`src/common/rank_sum_params.svh`:
```
//////////////////////////////////////////////////////////////////////
// widths, queue depths and lane count of the rank-sum unit
//////////////////////////////////////////////////////////////////////

`ifndef RANK_SUM_PARAMS_SVH
`define RANK_SUM_PARAMS_SVH

// lanes and the lane tag on reads
`define NUM_LANES          4
`define LANE_ID_W          2

// graph fields
`define VERTEX_ID_W        12
`define EDGE_IDX_W         16
`define DEGREE_W           8
`define RANK_W             16
`define SUM_W              24

// queue depths
`define VERTEX_FIFO_DEPTH  8
// neighbour queue depth is also the edge-read credit
`define LANE_PENDING_DEPTH 4

`endif

```
`src/common/rank_sum_pkg.sv`:
```
//////////////////////////////////////////////////////////////////////
// shared types for array kind, vertex job, read tag
// and the read response word
//////////////////////////////////////////////////////////////////////

`include "rank_sum_params.svh"

package rank_sum_pkg;

	// array addressed by a read
	typedef enum logic {
		EDGE_ARRAY = 1'b0,
		GRAPH_DATA = 1'b1
	} array_kind_t;

	// one vertex job, 36 bits
	typedef struct packed {
		logic [`VERTEX_ID_W-1:0] vertex_id;
		logic [`EDGE_IDX_W-1:0]  edge_start;
		logic [`DEGREE_W-1:0]    degree;
	} vertex_job_t;

	// echoed back by memory with every response
	typedef struct packed {
		array_kind_t           kind;
		logic [`LANE_ID_W-1:0] lane;
	} read_tag_t;

	// neighbour id sits in the low bits of an edge entry
	typedef struct packed {
		logic [`RANK_W-`VERTEX_ID_W-1:0] pad;
		logic [`VERTEX_ID_W-1:0]         neighbour;
	} edge_entry_t;

	// one response word, decoded by the tag kind
	typedef union packed {
		edge_entry_t        edge_entry;
		logic [`RANK_W-1:0] data_entry;
	} rsp_payload_u;

endpackage

```
`src/common/lane_if.sv`:
```
//////////////////////////////////////////////////////////////////////
// lane_read_if   read command and response path of one lane
// lane_result_if finished sum of one lane
//////////////////////////////////////////////////////////////////////

`timescale 1ns/1ps

`include "rank_sum_params.svh"

interface lane_read_if;

	// command side, held by the lane until granted
	logic                       cmd_valid;
	logic                       cmd_grant;
	rank_sum_pkg::array_kind_t  cmd_kind;
	logic [`EDGE_IDX_W-1:0]     cmd_addr;

	// response strobe from the router
	logic                       rsp_valid;
	rank_sum_pkg::array_kind_t  rsp_kind;
	rank_sum_pkg::rsp_payload_u rsp_payload;

	modport lane (
		output cmd_valid, cmd_kind, cmd_addr,
		input  cmd_grant, rsp_valid, rsp_kind, rsp_payload
	);

	modport drain (
		input  cmd_valid, cmd_kind, cmd_addr, rsp_valid, rsp_kind,
		output cmd_grant
	);

	modport router (
		output rsp_valid, rsp_kind, rsp_payload
	);

endinterface

interface lane_result_if;

	logic                    valid;
	logic                    grant;
	logic [`VERTEX_ID_W-1:0] vertex_id;
	logic [`SUM_W-1:0]       sum;

	modport lane (output valid, vertex_id, sum, input grant);
	modport drain (input valid, vertex_id, sum, output grant);

endinterface

```
`src/source/vertex_dispatch.sv`:
```
//////////////////////////////////////////////////////////////////////
// vertex job FIFO and hand-off of the head job to the
// lowest-numbered idle lane
//////////////////////////////////////////////////////////////////////

`timescale 1ns/1ps

`include "rank_sum_params.svh"

module vertex_dispatch (
	input  logic                      clock,
	input  logic                      rstn,
	input  logic                      job_valid,
	input  logic [`VERTEX_ID_W-1:0]   job_vertex_id,
	input  logic [`EDGE_IDX_W-1:0]    job_edge_start,
	input  logic [`DEGREE_W-1:0]      job_degree,
	input  logic [`NUM_LANES-1:0]     lane_idle,
	output logic [`NUM_LANES-1:0]     lane_job_valid,
	output rank_sum_pkg::vertex_job_t lane_job,
	output logic                      vertex_job_request
);

	localparam int PTR_W = $clog2(`VERTEX_FIFO_DEPTH);
	localparam int CNT_W = PTR_W + 1;

	rank_sum_pkg::vertex_job_t job_mem [`VERTEX_FIFO_DEPTH];
	logic [PTR_W-1:0]          wr_ptr;
	logic [PTR_W-1:0]          rd_ptr;
	logic [CNT_W-1:0]          count;
	logic                      empty;
	logic                      pop;

	assign empty              = (count == '0);
	assign pop                = !empty && (|lane_idle);
	assign lane_job           = job_mem[rd_ptr];
	assign vertex_job_request = empty;

	// isolate the lowest set idle bit
	assign lane_job_valid = empty ? '0 : (lane_idle & (~lane_idle + 1'b1));

	always_ff @(posedge clock or negedge rstn) begin
		if (!rstn) begin
			wr_ptr <= '0;
			rd_ptr <= '0;
			count  <= '0;
		end else begin
			if (job_valid) begin
				wr_ptr <= wr_ptr + 1'b1;
			end
			if (pop) begin
				rd_ptr <= rd_ptr + 1'b1;
			end
			count <= count + CNT_W'(job_valid) - CNT_W'(pop);
		end
	end

	always_ff @(posedge clock) begin
		if (job_valid) begin
			job_mem[wr_ptr] <= {job_vertex_id, job_edge_start, job_degree};
		end
	end

	// the job source must respect the queue depth
	a_no_overflow: assert property (@(posedge clock) disable iff (!rstn)
		job_valid |-> (count < `VERTEX_FIFO_DEPTH));

endmodule

```
`src/source/response_router.sv`:
```
//////////////////////////////////////////////////////////////////////
// registered decode of the response tag onto one lane strobe
//////////////////////////////////////////////////////////////////////

`timescale 1ns/1ps

`include "rank_sum_params.svh"

module response_router (
	input  logic                      clock,
	input  logic                      rstn,
	input  logic                      rsp_valid,
	input  rank_sum_pkg::array_kind_t rsp_kind,
	input  logic [`LANE_ID_W-1:0]     rsp_lane,
	input  logic [`RANK_W-1:0]        rsp_payload,
	lane_read_if.router               rd [`NUM_LANES]
);

	logic                       valid_q;
	rank_sum_pkg::read_tag_t    tag_q;
	rank_sum_pkg::rsp_payload_u payload_q;

	always_ff @(posedge clock or negedge rstn) begin
		if (!rstn) begin
			valid_q <= 1'b0;
		end else begin
			valid_q <= rsp_valid;
		end
	end

	always_ff @(posedge clock) begin
		if (rsp_valid) begin
			tag_q.kind <= rsp_kind;
			tag_q.lane <= rsp_lane;
			payload_q  <= rsp_payload;
		end
	end

	// only the tagged lane sees the strobe
	for (genvar i = 0; i < `NUM_LANES; i++) begin : g_steer
		localparam logic [`LANE_ID_W-1:0] LANE = i;
		assign rd[i].rsp_valid   = valid_q && (tag_q.lane == LANE);
		assign rd[i].rsp_kind    = tag_q.kind;
		assign rd[i].rsp_payload = payload_q;
	end

	// tag of a response is fully driven
	a_tag_known: assert property (@(posedge clock) disable iff (!rstn)
		rsp_valid |-> !$isunknown({rsp_kind, rsp_lane}));

endmodule

```
`src/source/lane_drain.sv`:
```
//////////////////////////////////////////////////////////////////////
// round-robin drain of lane read commands and lane results
// onto the registered top-level ports, plus vertex and edge counters
//////////////////////////////////////////////////////////////////////

`timescale 1ns/1ps

`include "rank_sum_params.svh"

module lane_drain (
	input  logic                      clock,
	input  logic                      rstn,
	lane_read_if.drain                rd  [`NUM_LANES],
	lane_result_if.drain              res [`NUM_LANES],
	output logic                      cmd_valid,
	output rank_sum_pkg::array_kind_t cmd_kind,
	output logic [`LANE_ID_W-1:0]     cmd_lane,
	output logic [`EDGE_IDX_W-1:0]    cmd_addr,
	output logic                      result_valid,
	output logic [`VERTEX_ID_W-1:0]   result_vertex_id,
	output logic [`SUM_W-1:0]         result_sum,
	output logic [`VERTEX_ID_W-1:0]   vertex_count,
	output logic [`EDGE_IDX_W-1:0]    edge_count
);

	logic [`NUM_LANES-1:0]     cmd_held;
	logic [`NUM_LANES-1:0]     cmd_req;
	logic [`NUM_LANES-1:0]     cmd_win;
	logic [`NUM_LANES-1:0]     cmd_gnt_q;
	logic [`LANE_ID_W-1:0]     cmd_idx;
	logic [`LANE_ID_W-1:0]     cmd_last;
	rank_sum_pkg::array_kind_t cmd_kind_a [`NUM_LANES];
	logic [`EDGE_IDX_W-1:0]    cmd_addr_a [`NUM_LANES];

	logic [`NUM_LANES-1:0]     res_held;
	logic [`NUM_LANES-1:0]     res_req;
	logic [`NUM_LANES-1:0]     res_win;
	logic [`NUM_LANES-1:0]     res_gnt_q;
	logic [`LANE_ID_W-1:0]     res_idx;
	logic [`LANE_ID_W-1:0]     res_last;
	logic [`VERTEX_ID_W-1:0]   res_vid_a  [`NUM_LANES];
	logic [`SUM_W-1:0]         res_sum_a  [`NUM_LANES];

	logic [`NUM_LANES-1:0]     data_rsp;

	// first requester after the last winner
	function automatic logic [`NUM_LANES-1:0] rr_pick(
		input logic [`NUM_LANES-1:0] req,
		input logic [`LANE_ID_W-1:0] last
	);
		logic [`NUM_LANES-1:0] gnt;
		logic [`LANE_ID_W-1:0] idx;
		gnt = '0;
		// walk from farthest to nearest, nearest overwrites
		for (int k = `NUM_LANES; k >= 1; k--) begin
			idx = last + k[`LANE_ID_W-1:0];
			if (req[idx]) begin
				gnt      = '0;
				gnt[idx] = 1'b1;
			end
		end
		return gnt;
	endfunction

	function automatic logic [`LANE_ID_W-1:0] to_index(input logic [`NUM_LANES-1:0] onehot);
		logic [`LANE_ID_W-1:0] idx;
		idx = '0;
		for (int k = 0; k < `NUM_LANES; k++) begin
			if (onehot[k]) begin
				idx = k[`LANE_ID_W-1:0];
			end
		end
		return idx;
	endfunction

	// a lane already granted this cycle does not bid again
	for (genvar i = 0; i < `NUM_LANES; i++) begin : g_lane
		assign cmd_held[i]     = rd[i].cmd_valid;
		assign cmd_req[i]      = cmd_held[i] && !cmd_gnt_q[i];
		assign cmd_kind_a[i]   = rd[i].cmd_kind;
		assign cmd_addr_a[i]   = rd[i].cmd_addr;
		assign rd[i].cmd_grant = cmd_gnt_q[i];
		assign data_rsp[i]     = rd[i].rsp_valid && (rd[i].rsp_kind == rank_sum_pkg::GRAPH_DATA);
		assign res_held[i]     = res[i].valid;
		assign res_req[i]      = res_held[i] && !res_gnt_q[i];
		assign res_vid_a[i]    = res[i].vertex_id;
		assign res_sum_a[i]    = res[i].sum;
		assign res[i].grant    = res_gnt_q[i];
	end

	assign cmd_win = rr_pick(cmd_req, cmd_last);
	assign res_win = rr_pick(res_req, res_last);
	assign cmd_idx = to_index(cmd_win);
	assign res_idx = to_index(res_win);

	//////////////////////////////////////////////////////////////////////
	// grants, strobes and counters
	//////////////////////////////////////////////////////////////////////

	always_ff @(posedge clock or negedge rstn) begin
		if (!rstn) begin
			cmd_gnt_q    <= '0;
			cmd_last     <= '0;
			cmd_valid    <= 1'b0;
			res_gnt_q    <= '0;
			res_last     <= '0;
			result_valid <= 1'b0;
			vertex_count <= '0;
			edge_count   <= '0;
		end else begin
			cmd_gnt_q    <= cmd_win;
			cmd_valid    <= |cmd_win;
			res_gnt_q    <= res_win;
			result_valid <= |res_win;
			if (|cmd_win) begin
				cmd_last <= cmd_idx;
			end
			if (|res_win) begin
				res_last     <= res_idx;
				vertex_count <= vertex_count + 1'b1;
			end
			if (|data_rsp) begin
				edge_count <= edge_count + 1'b1;
			end
		end
	end

	// winner payloads
	always_ff @(posedge clock) begin
		if (|cmd_win) begin
			cmd_kind <= cmd_kind_a[cmd_idx];
			cmd_lane <= cmd_idx;
			cmd_addr <= cmd_addr_a[cmd_idx];
		end
		if (|res_win) begin
			result_vertex_id <= res_vid_a[res_idx];
			result_sum       <= res_sum_a[res_idx];
		end
	end

	// granted lane still holds its request
	a_one_grant: assert property (@(posedge clock) disable iff (!rstn)
		$onehot0(cmd_gnt_q) && $onehot0(res_gnt_q)
		&& ((cmd_gnt_q & ~cmd_held) == '0) && ((res_gnt_q & ~res_held) == '0));

endmodule

```
`src/lane/rank_lane.sv`:
```
//////////////////////////////////////////////////////////////////////
// one rank-sum lane
// edge walk, neighbour FIFO, graph-data reads and summing
//////////////////////////////////////////////////////////////////////

`timescale 1ns/1ps

`include "rank_sum_params.svh"

module rank_lane (
	input  logic                      clock,
	input  logic                      rstn,
	input  logic                      job_valid,
	input  rank_sum_pkg::vertex_job_t job,
	output logic                      idle,
	lane_read_if.lane                 rd,
	lane_result_if.lane               res
);

	localparam int PTR_W = $clog2(`LANE_PENDING_DEPTH);
	localparam int CNT_W = PTR_W + 1;

	logic                      busy;
	logic [`VERTEX_ID_W-1:0]   vertex_id_q;
	logic [`DEGREE_W-1:0]      degree_q;
	logic [`EDGE_IDX_W-1:0]    edge_idx;
	logic [`DEGREE_W-1:0]      edge_cnt;
	logic [`DEGREE_W-1:0]      data_cnt;
	logic [CNT_W-1:0]          credit_used;
	logic [`SUM_W-1:0]         sum_q;
	logic                      res_valid_q;

	// neighbour ids waiting for their data read
	logic [`VERTEX_ID_W-1:0]   nbr_mem [`LANE_PENDING_DEPTH];
	logic [PTR_W-1:0]          nbr_wr_ptr;
	logic [PTR_W-1:0]          nbr_rd_ptr;
	logic [CNT_W-1:0]          nbr_count;

	logic                      cmd_valid_q;
	rank_sum_pkg::array_kind_t cmd_kind_q;
	logic [`EDGE_IDX_W-1:0]    cmd_addr_q;
	logic                      cmd_free;
	logic                      load_data;
	logic                      load_edge;
	logic                      nbr_push;
	logic                      data_rsp;

	assign idle          = !busy;
	assign rd.cmd_valid  = cmd_valid_q;
	assign rd.cmd_kind   = cmd_kind_q;
	assign rd.cmd_addr   = cmd_addr_q;
	assign res.valid     = res_valid_q;
	assign res.vertex_id = vertex_id_q;
	assign res.sum       = sum_q;

	assign nbr_push = rd.rsp_valid && (rd.rsp_kind == rank_sum_pkg::EDGE_ARRAY);
	assign data_rsp = rd.rsp_valid && (rd.rsp_kind == rank_sum_pkg::GRAPH_DATA);

	// next command loads when the slot is empty or just granted
	assign cmd_free  = !cmd_valid_q || rd.cmd_grant;
	assign load_data = busy && cmd_free && (nbr_count != '0);
	assign load_edge = busy && cmd_free && !load_data && (edge_cnt != degree_q)
		&& (credit_used < `LANE_PENDING_DEPTH);

	//////////////////////////////////////////////////////////////////////
	// control
	//////////////////////////////////////////////////////////////////////

	always_ff @(posedge clock or negedge rstn) begin
		if (!rstn) begin
			busy        <= 1'b0;
			res_valid_q <= 1'b0;
			cmd_valid_q <= 1'b0;
			edge_cnt    <= '0;
			data_cnt    <= '0;
			credit_used <= '0;
			nbr_wr_ptr  <= '0;
			nbr_rd_ptr  <= '0;
			nbr_count   <= '0;
		end else if (job_valid) begin
			busy        <= 1'b1;
			// degree 0 finishes at once
			res_valid_q <= (job.degree == '0);
			edge_cnt    <= '0;
			data_cnt    <= '0;
			credit_used <= '0;
		end else begin
			if (res.grant) begin
				busy        <= 1'b0;
				res_valid_q <= 1'b0;
			end
			if (data_rsp) begin
				data_cnt <= data_cnt + 1'b1;
				if (data_cnt + 1'b1 == degree_q) begin
					res_valid_q <= 1'b1;
				end
			end
			if (load_data || load_edge) begin
				cmd_valid_q <= 1'b1;
			end else if (rd.cmd_grant) begin
				cmd_valid_q <= 1'b0;
			end
			if (load_edge) begin
				edge_cnt <= edge_cnt + 1'b1;
			end
			// credit returns when the neighbour leaves the FIFO
			credit_used <= credit_used + CNT_W'(load_edge) - CNT_W'(load_data);
			if (nbr_push) begin
				nbr_wr_ptr <= nbr_wr_ptr + 1'b1;
			end
			if (load_data) begin
				nbr_rd_ptr <= nbr_rd_ptr + 1'b1;
			end
			nbr_count <= nbr_count + CNT_W'(nbr_push) - CNT_W'(load_data);
		end
	end

	//////////////////////////////////////////////////////////////////////
	// datapath
	//////////////////////////////////////////////////////////////////////

	always_ff @(posedge clock) begin
		if (job_valid) begin
			vertex_id_q <= job.vertex_id;
			degree_q    <= job.degree;
			edge_idx    <= job.edge_start;
			sum_q       <= '0;
		end else begin
			if (data_rsp) begin
				// wraps modulo 2**SUM_W
				sum_q <= sum_q + {{(`SUM_W-`RANK_W){1'b0}}, rd.rsp_payload.data_entry};
			end
			if (load_edge) begin
				edge_idx <= edge_idx + 1'b1;
			end
		end
		if (nbr_push) begin
			nbr_mem[nbr_wr_ptr] <= rd.rsp_payload.edge_entry.neighbour;
		end
		if (load_data) begin
			cmd_kind_q <= rank_sum_pkg::GRAPH_DATA;
			cmd_addr_q <= {{(`EDGE_IDX_W-`VERTEX_ID_W){1'b0}}, nbr_mem[nbr_rd_ptr]};
		end else if (load_edge) begin
			cmd_kind_q <= rank_sum_pkg::EDGE_ARRAY;
			cmd_addr_q <= edge_idx;
		end
	end

	// memory only answers reads this lane issued for its job
	a_rsp_when_busy: assert property (@(posedge clock) disable iff (!rstn)
		rd.rsp_valid |-> busy);

endmodule

```
`src/source/rank_sum_cu.sv`:
```
//////////////////////////////////////////////////////////////////////
// rank-sum compute unit top level
// job dispatch, response router, drain arbiters and the lane array
//////////////////////////////////////////////////////////////////////

`timescale 1ns/1ps

`include "rank_sum_params.svh"

module rank_sum_cu (
	input  logic                      clock,
	input  logic                      rstn,
	// vertex jobs
	input  logic                      job_valid,
	input  logic [`VERTEX_ID_W-1:0]   job_vertex_id,
	input  logic [`EDGE_IDX_W-1:0]    job_edge_start,
	input  logic [`DEGREE_W-1:0]      job_degree,
	output logic                      vertex_job_request,
	// memory read responses
	input  logic                      rsp_valid,
	input  rank_sum_pkg::array_kind_t rsp_kind,
	input  logic [`LANE_ID_W-1:0]     rsp_lane,
	input  logic [`RANK_W-1:0]        rsp_payload,
	// memory read commands
	output logic                      cmd_valid,
	output rank_sum_pkg::array_kind_t cmd_kind,
	output logic [`LANE_ID_W-1:0]     cmd_lane,
	output logic [`EDGE_IDX_W-1:0]    cmd_addr,
	// results and counters
	output logic                      result_valid,
	output logic [`VERTEX_ID_W-1:0]   result_vertex_id,
	output logic [`SUM_W-1:0]         result_sum,
	output logic [`VERTEX_ID_W-1:0]   vertex_count,
	output logic [`EDGE_IDX_W-1:0]    edge_count
);

	logic [`NUM_LANES-1:0]     lane_idle;
	logic [`NUM_LANES-1:0]     lane_job_valid;
	rank_sum_pkg::vertex_job_t lane_job;

	lane_read_if   rd_if  [`NUM_LANES] ();
	lane_result_if res_if [`NUM_LANES] ();

	vertex_dispatch u_dispatch (
		.clock             (clock),
		.rstn              (rstn),
		.job_valid         (job_valid),
		.job_vertex_id     (job_vertex_id),
		.job_edge_start    (job_edge_start),
		.job_degree        (job_degree),
		.lane_idle         (lane_idle),
		.lane_job_valid    (lane_job_valid),
		.lane_job          (lane_job),
		.vertex_job_request(vertex_job_request)
	);

	response_router u_router (
		.clock      (clock),
		.rstn       (rstn),
		.rsp_valid  (rsp_valid),
		.rsp_kind   (rsp_kind),
		.rsp_lane   (rsp_lane),
		.rsp_payload(rsp_payload),
		.rd         (rd_if)
	);

	lane_drain u_drain (
		.clock           (clock),
		.rstn            (rstn),
		.rd              (rd_if),
		.res             (res_if),
		.cmd_valid       (cmd_valid),
		.cmd_kind        (cmd_kind),
		.cmd_lane        (cmd_lane),
		.cmd_addr        (cmd_addr),
		.result_valid    (result_valid),
		.result_vertex_id(result_vertex_id),
		.result_sum      (result_sum),
		.vertex_count    (vertex_count),
		.edge_count      (edge_count)
	);

	for (genvar i = 0; i < `NUM_LANES; i++) begin : g_lane
		rank_lane u_lane (
			.clock    (clock),
			.rstn     (rstn),
			.job_valid(lane_job_valid[i]),
			.job      (lane_job),
			.idle     (lane_idle[i]),
			.rd       (rd_if[i]),
			.res      (res_if[i])
		);
	end

endmodule

```
`config.mk`:
```
export PLATFORM = sky130hd
export DESIGN_NAME = rank_sum_cu
export DESIGN_NICKNAME = d
export VERILOG_FILES = /design/src/common/rank_sum_pkg.sv /design/src/common/lane_if.sv /design/src/source/vertex_dispatch.sv /design/src/source/response_router.sv /design/src/source/lane_drain.sv /design/src/lane/rank_lane.sv /design/src/source/rank_sum_cu.sv
export VERILOG_INCLUDE_DIRS = /design/src /design/src/common
export SDC_FILE = /design/constraint.sdc
export NUM_CORES = 2
export LEC_CHECK = 0
export ABC_CLOCK_PERIOD_IN_PS = 3570
export BUFFER_PORTS_ARGS = -buffer_cell sky130_fd_sc_hd__buf_2
export CAP_MARGIN = 20
export CORE_ASPECT_RATIO = 1.1
export CORE_MARGIN = 3
export CORE_UTILIZATION = 58
export CTS_BUF_LIST = sky130_fd_sc_hd__clkbuf_8
export DETAILED_ROUTE_END_ITERATION = 8
export MAX_ROUTING_LAYER = met4
export PLACE_DENSITY = 0.78
export RECOVER_POWER = 25
export SYNTH_ARGS = -nofsm -noshare
export SYNTH_HDL_FRONTEND = slang
export SYNTH_SLANG_ARGS = --single-unit
```
`constraint.sdc`:
```
create_clock -name clock -period 3.57 [get_ports clock]
set_clock_uncertainty 0.15 [all_clocks]
set_input_delay 0.714 -clock clock [delete_from_list [all_inputs] [get_ports clock]]
set_output_delay 0.714 -clock clock [all_outputs]
set_load 0.02 [all_outputs]
```
Yosys cells after proc, flatten, opt, wreduce, memory -nomap -nowiden. Memory sizes are Yosys's and may differ from the RTL's. Index checks and enable logic that the tools add are counted.

Register bits after elaboration: 551. Memory bits (writable): 480. Bits of input ports: 59. Output and inout port bits: 86. Memories: 5.

Memories: u_dispatch.job_mem (words 8, width 36, read ports 1, clocked after memory_dff 0, write ports 1, RTL line vertex_dispatch.sv:26) `` rank_sum_pkg::vertex_job_t job_mem [`VERTEX_FIFO_DEPTH]; ``; g_lane[0].u_lane.nbr_mem (words 4, width 12, read ports 1, clocked after memory_dff 0, write ports 1, RTL line rank_lane.sv:34) `` logic [`VERTEX_ID_W-1:0] nbr_mem [`LANE_PENDING_DEPTH]; ``; g_lane[1].u_lane.nbr_mem (words 4, width 12, read ports 1, clocked after memory_dff 0, write ports 1, RTL line rank_lane.sv:34); g_lane[2].u_lane.nbr_mem (words 4, width 12, read ports 1, clocked after memory_dff 0, write ports 1, RTL line rank_lane.sv:34); g_lane[3].u_lane.nbr_mem (words 4, width 12, read ports 1, clocked after memory_dff 0, write ports 1, RTL line rank_lane.sv:34).

Add/subtract/negate cells: 53. $lt $le $gt $ge: 22. Eq/ne operators: 11. Muxes and demuxes: 137. Bitwise logic cells: 9. Reductions and logical operators: 121.

Operator list (count): $mux W16 (10); $mux W8 (16); $mux W12 (10); $add A24 B16 Y24 (4); $add A16 B1 Y16 const B (5); $add A8 B1 Y8 const B (8); $mux W1 (62); $logic_and A1 B1 Y1 (49); $bmux W24 S2 (1); $mux W24 (2); $reduce_bool A2 Y1 (20); $mux W4 (9); $bmux W16 S2 (1); $eq A8 B8 Y1 (4); $ne A8 B8 Y1 (4); $add A3 B1 Y3 (8); $bmux W12 S2 (1); $lt A2 B3 Y1 const B (8); $reduce_and A2 Y1 (12); $sub A3 B1 Y3 (8); $logic_not A1 Y1 (21); $add A2 B1 Y2 const B (10); $bmux W1 S2 (9); $demux W1 S2 (8); other kinds (23) (63).

Depth between registers and ports, before layout.
Depth in word-level cells: 15. Depth in mapped cells: 12.

Hierarchy. From an unflattened synthesis, not the netlist that was laid out.

Cells, all modules: 3691. Area, all modules: 48509.0 um^2.

Modules (own cells, without submodules): rank_lane at g_lane[2].u_lane ... (instances 2, cells an instance 672, area an instance 7601.0 um^2, seq. area each 4189.0 um^2); vertex_dispatch (instances 1, cells an instance 474, area an instance 11618.6 um^2, seq. area each 8898.5 um^2); rank_lane at g_lane[1].u_lane (instances 1, cells an instance 666, area an instance 7529.7 um^2, seq. area each 4189.0 um^2); rank_lane at g_lane[0].u_lane (instances 1, cells an instance 644, area an instance 7450.9 um^2, seq. area each 4189.0 um^2); lane_drain (instances 1, cells an instance 488, area an instance 5691.7 um^2, seq. area each 2702.6 um^2); response_router (instances 1, cells an instance 75, area an instance 1016.0 um^2, seq. area each 595.6 um^2).

Least setup slack after synthesis. OpenSTA, ideal clock, no wires.

Path kind: input -> register. Start: in job_valid. End: mem u_dispatch.job_mem[0][0] in the netlist's numbering (enable). Library setup time: 474 ps. Data arrival time: 3283 ps. Required time: 2946 ps. Path slack: -337 ps. Stages: 2. Path buffers: 0. Path through: nand2b_1 -> nor3_1.

Longest elaborated chain between the ends: 2.

RTL lines: from (decl) (RTL line rank_sum_cu.sv:14) `input logic job_valid,`; $mux W1 (RTL line vertex_dispatch.sv:58) `if (job_valid) begin`; $mux W1 (not written as such) (RTL line vertex_dispatch.sv:59) `job_mem[wr_ptr] <= {job_vertex_id, job_edge_start, job_degree};`; to (decl) (RTL line vertex_dispatch.sv:26).

Every way passes these cells.

Final worst setup path.
Start: reg u_drain.res_last[1]. End: reg u_drain.vertex_count[11].

Longest elaborated chain between the ends: 9.

RTL lines: from (decl) (RTL line lane_drain.sv:40) `` logic [`LANE_ID_W-1:0] res_last; ``; from (signal assigned) (RTL line lane_drain.sv:119) `res_last <= res_idx;`; $add A2 B2 Y2, or another cell as far along (RTL line lane_drain.sv:56) `` idx = last + k[`LANE_ID_W-1:0]; ``; $lt A2 B3 Y1 (not written as such), or another cell as far along (RTL line lane_drain.sv:59) `gnt[idx] = 1'b1;`; $logic_and A1 B1 Y1 (not written as such) or $mux W1 (tied branches) (RTL line lane_drain.sv:59); $mux W1 (not written as such) or $demux W1 S2 (tied branches); $demux W1 S2 or $mux W4 (tied branches); $mux W4 (2 in series) (RTL line lane_drain.sv:57) `if (req[idx]) begin`; $mux W4 (*) (RTL line lane_drain.sv:57); net u_drain.res_win[0] (RTL line lane_drain.sv:37) `` logic [`NUM_LANES-1:0] res_win; ``; $reduce_or A4 Y1 (*) (RTL line lane_drain.sv:118) `if (|res_win) begin`; to (signal assigned) (RTL line lane_drain.sv:120) `vertex_count <= vertex_count + 1'b1;`; to (decl) (RTL line lane_drain.sv:22) `` output logic [`VERTEX_ID_W-1:0] vertex_count, ``.

The timed path passes the listed nets; every way through them passes the cells marked *. The select of a mux whose other input is x is not followed. A chain may end at the register's enable or synchronous reset.

==> impl_metrics.csv <==
group,metric,value,unit
grt,antenna_found_initial,5,
synthesis,async_flop_share,0.164,
sta,worst_slack,0.121,ns
floorplanning,die_area,83200,µm²
critical_path,rrSetupSlack,0.12,ns
sta,fmax,0.290,GHz
synthesis,synth_ff_type,"edfxtp_1",
power_and_ir_drop,irDropWorstVdd,0.00172,V
sta,post-route-period-util,0.966,
clock_tree,root_buffer,"clkbuf_8",
hold_path,holdPathStages,2,
sta,hold_viol,0,
cells_and_area,fill_cells,5531,
hold_path,holdPathEnd,"u_dispatch.wr_ptr[0]",
clock_tree,cts_buffers,160,
critical_path,critical-path-top-delay-family,"simple AND/OR/NAND/NOR gates",
status,status,"finished, violations left",
run,max_cap_viol_count,1,
synthesis,syn_inst,3523,
floorplanning,ioPinCount,145,
power_and_ir_drop,p_leak,19.7,nW
synthesis,ys_types,72,
critical_path,r2r_start,"u_drain.res_last[1]",
grt,grt_max_degree,61,
detailed_routing,vias,29400,
power_and_ir_drop,power_density,883,nW/µm²
clock_tree,path_clk_slew,0.06,ns
critical_path,worstReg2RegEnd,"u_drain.vertex_count[11]",
clock_tree,clock-sinks,1031,
detailed_routing,drt_wl_total,105000,µm
critical_path,r2r_cells,10,
floorplanning,start_util,0.591,
sta,final_max_slew_viol_count,53,
cells_and_area,area_growth,12.9,%
power_and_ir_drop,power.total,46.1,mW
critical_path,slowest_delay,0.66,ns
floorplanning,rows,107,
clock_tree,h-tree-depth,4,
placement,dp_hpwl,71200,µm
synthesis,yosysWarnings,0,
synthesis,syn_nets,3727,
floorplanning,fp.dieW,275,µm
placement,io_buffers,144,
grt,grt_pass1_vias,29100,
synthesis,yosysSeqAreaShare,0.626,
critical_path,critPathKind,"flip-flop to flip-flop",
sta,tightest_slew,1.53,ns
detailed_routing,wl_per_cell,20.9,µm
clock_tree,insertion_delay,0.83,ns
synthesis,synth_top_family_by_area,"simple AND/OR/NAND/NOR gates",
synthesis,synth_edf_count,746,
critical_path,critPathBufInv,2,
placement,postPlaceCellArea,48700,µm²
synthesis,synth_compound_area_frac,0.0572,
synthesis,synth_simple_gate_area_frac,0.114,
cells_and_area,final_area,52200,µm²
detailed_routing,drc,0,
synthesis,synthXorXnorAreaFrac,0.0540,
sta,rsz0062_at_grt,"no",
clock_tree,cts_tree,"yes",
synthesis,syn_area,46200,µm²
hold_path,hp-class,"input pin to flip-flop",
synthesis,syn_area_per_cell,13.1,µm²
synthesis,synth-seq-cells,1031,
floorplanning,fp.dieH,302,µm
critical_path,crit_chain,"inv_1 -> ha_1 -> mux4_2 -> a211oi_1 -> a221oi_2 -> or4_2 -> buf_12 -> nand2_8 -> nor4_2 -> xor2_1",
sta,fin_tns_setup,0,ns
clock_tree,cts_buffer_depth,3,
hold_path,hold_path_startpoint,"job_valid",
grt,grt_pass1_wl,164000,µm
cells_and_area,layout-drive-gt1-share,0.159,
grt,grt_overflow,0,
critical_path,cp_slowest_cell,"or4_2",
critical_path,worstPathArrival,3.97,ns
detailed_routing,via_per_inst,5.87,
critical_path,end_kind,"flip-flop",
detailed_routing,ant_nets,0,
critical_path,crit_fanout,44,
placement,place_congestion,0.894,
status,violations,"max-capacitance violations, max-slew violations",
floorplanning,core-area,78200,µm²
sta,fin_crit,3.45,ns
cells_and_area,final_cell_mix,"746 x edfxtp_1, 448 x nand2_1, 290 x nor2_1",
cells_and_area,nets,4046,
critical_path,worstPathRequired,4.09,ns
sta,max_slew_margin,-0.0231,
grt,grt_usage,0.265,
detailed_routing,drtPass1Iterations,6,
synthesis,synthMuxAreaShare,0.0880,
sta,setup_viol,0,
cells_and_area,final_common_cell,"edfxtp_1",
synthesis,yosys.area_share.adder,0.0413,
critical_path,critPathLaunchType,"flip-flop",
placement,place_ws,0.124,ns
detailed_routing,drt_iter0_drc,2704,
-- worst max-delay path by stage --
stage	cells past startpoint	endpoint	startpoint
finish	10	u_drain.vertex_count[11]	u_drain.res_last[1]
global route	8	u_drain.result_sum[17]	u_drain.res_last[1]
CTS	10	u_drain.vertex_count[11]	u_drain.res_last[1]
detailed placement	10	u_drain.vertex_count[7]	u_drain.res_last[1]
global placement	10	u_drain.vertex_count[7]	u_drain.res_last[1]
floorplan	9	u_drain.cmd_addr[0]	u_drain.cmd_last[0]
-- cell families (layout without fill, tap and decap cells) --
| group | count (synthesis) | after routing |
|---|---|---|
| compound gates | 439 | 439 |
| buf+inv | 225 | 674 |
| xor+xnor | 285 | 285 |
| simple gates | 1162 | 1162 |
| fa+ha+maj | 145 | 145 |
| flops | 1031 | 1031 |
| other cells | 0 | 4 |
| mux | 236 | 236 |
-- area by class of cell --
| class | count | area (µm²) | area share |
|---|---|---|---|
| sequential | 1031 | 29000 | 0.554 |
| multi-input combinational | 2267 | 16500 | 0.317 |
| clock buffer | 179 | 2460 | 0.0472 |
| timing repair buffer | 290 | 2020 | 0.0386 |
| tap | 1035 | 1290 | 0.0248 |
| clock inverter | 113 | 591 | 0.0113 |
| inverter | 92 | 349 | 0.00668 |
| antenna | 4 | 10.0 | 0.000192 |
-- per-stage QoR --
step / instances / hold WS [ns] / utilization
detailed placement: 4658 / 0.307 / 0.622
global route: 5010 / 0.0395 / 0.668
finish: 5011 / 0.0660 / 0.668
global placement: 4658 / 0.298 / 0.622
floorplan: 3523 / 0.268 / -
CTS: 5005 / 0.000334 / 0.669
-- layer usage --
metal | track usage | vias to the layer above | part of all wire | routed length, µm
met5 | - | - | 0 | 0
met4 | 0.0875 | 0 | 0.028 | 2960
met3 | 0.0428 | 214 | 0.076 | 7950
met2 | 0.419 | 1148 | 0.48 | 50900
met1 | 0.354 | 14500 | 0.41 | 43200
li1 | - | 13600 | - | -
-- sequential cells by signal, summed over array words and instances, names as in the netlist, 12 cells and up --
name,cells
g_lane.u_lane.rd.cmd_addr,64
u_dispatch.job_mem,288
g_lane.u_lane.edge_idx,64
g_lane.u_lane.degree_q,32
g_lane.u_lane.nbr_mem,192
u_drain.result_sum,24
u_drain.result_vertex_id,12
g_lane.u_lane.res.sum,96
g_lane.u_lane.edge_cnt,32
g_lane.u_lane.data_cnt,32
g_lane.u_lane.credit_used,12
g_lane.u_lane.nbr_count,12
u_router.rd.rsp_payload,16
u_drain.vertex_count,12
u_drain.edge_count,16
u_drain.cmd_addr,16
g_lane.u_lane.res.vertex_id,48
-- power by group --
part	internal [mW]	total, mW	switching, mW
clock	4.78	9.35	4.57
sequential	17.0	19.4	2.40
combinational	7.12	17.4	10.3
total	28.9	46.1	17.3
-- timing repair --
item,in CTS,in global routing
resized for setup,0,2
hold endpoints to repair,349,0
hold buffers,55,0
setup buffers,0,2
endpoints found under the setup margin,0,8
-- synth_stat cells (all sizes together), types with 88 or more instances --
cell    instances  area, µm²
clkbuf         88        330
nand2         449       1700
dfxtp         116       2320
nor2          298       1120
o21ai         150        751
mux4          130       2930
xor2           94        823
edfxtp        746      22400
ha            132       1650
a21oi         113        566
xnor2         191       1670
dfrtp         169       4230
(Power assumes the default switching activity.)
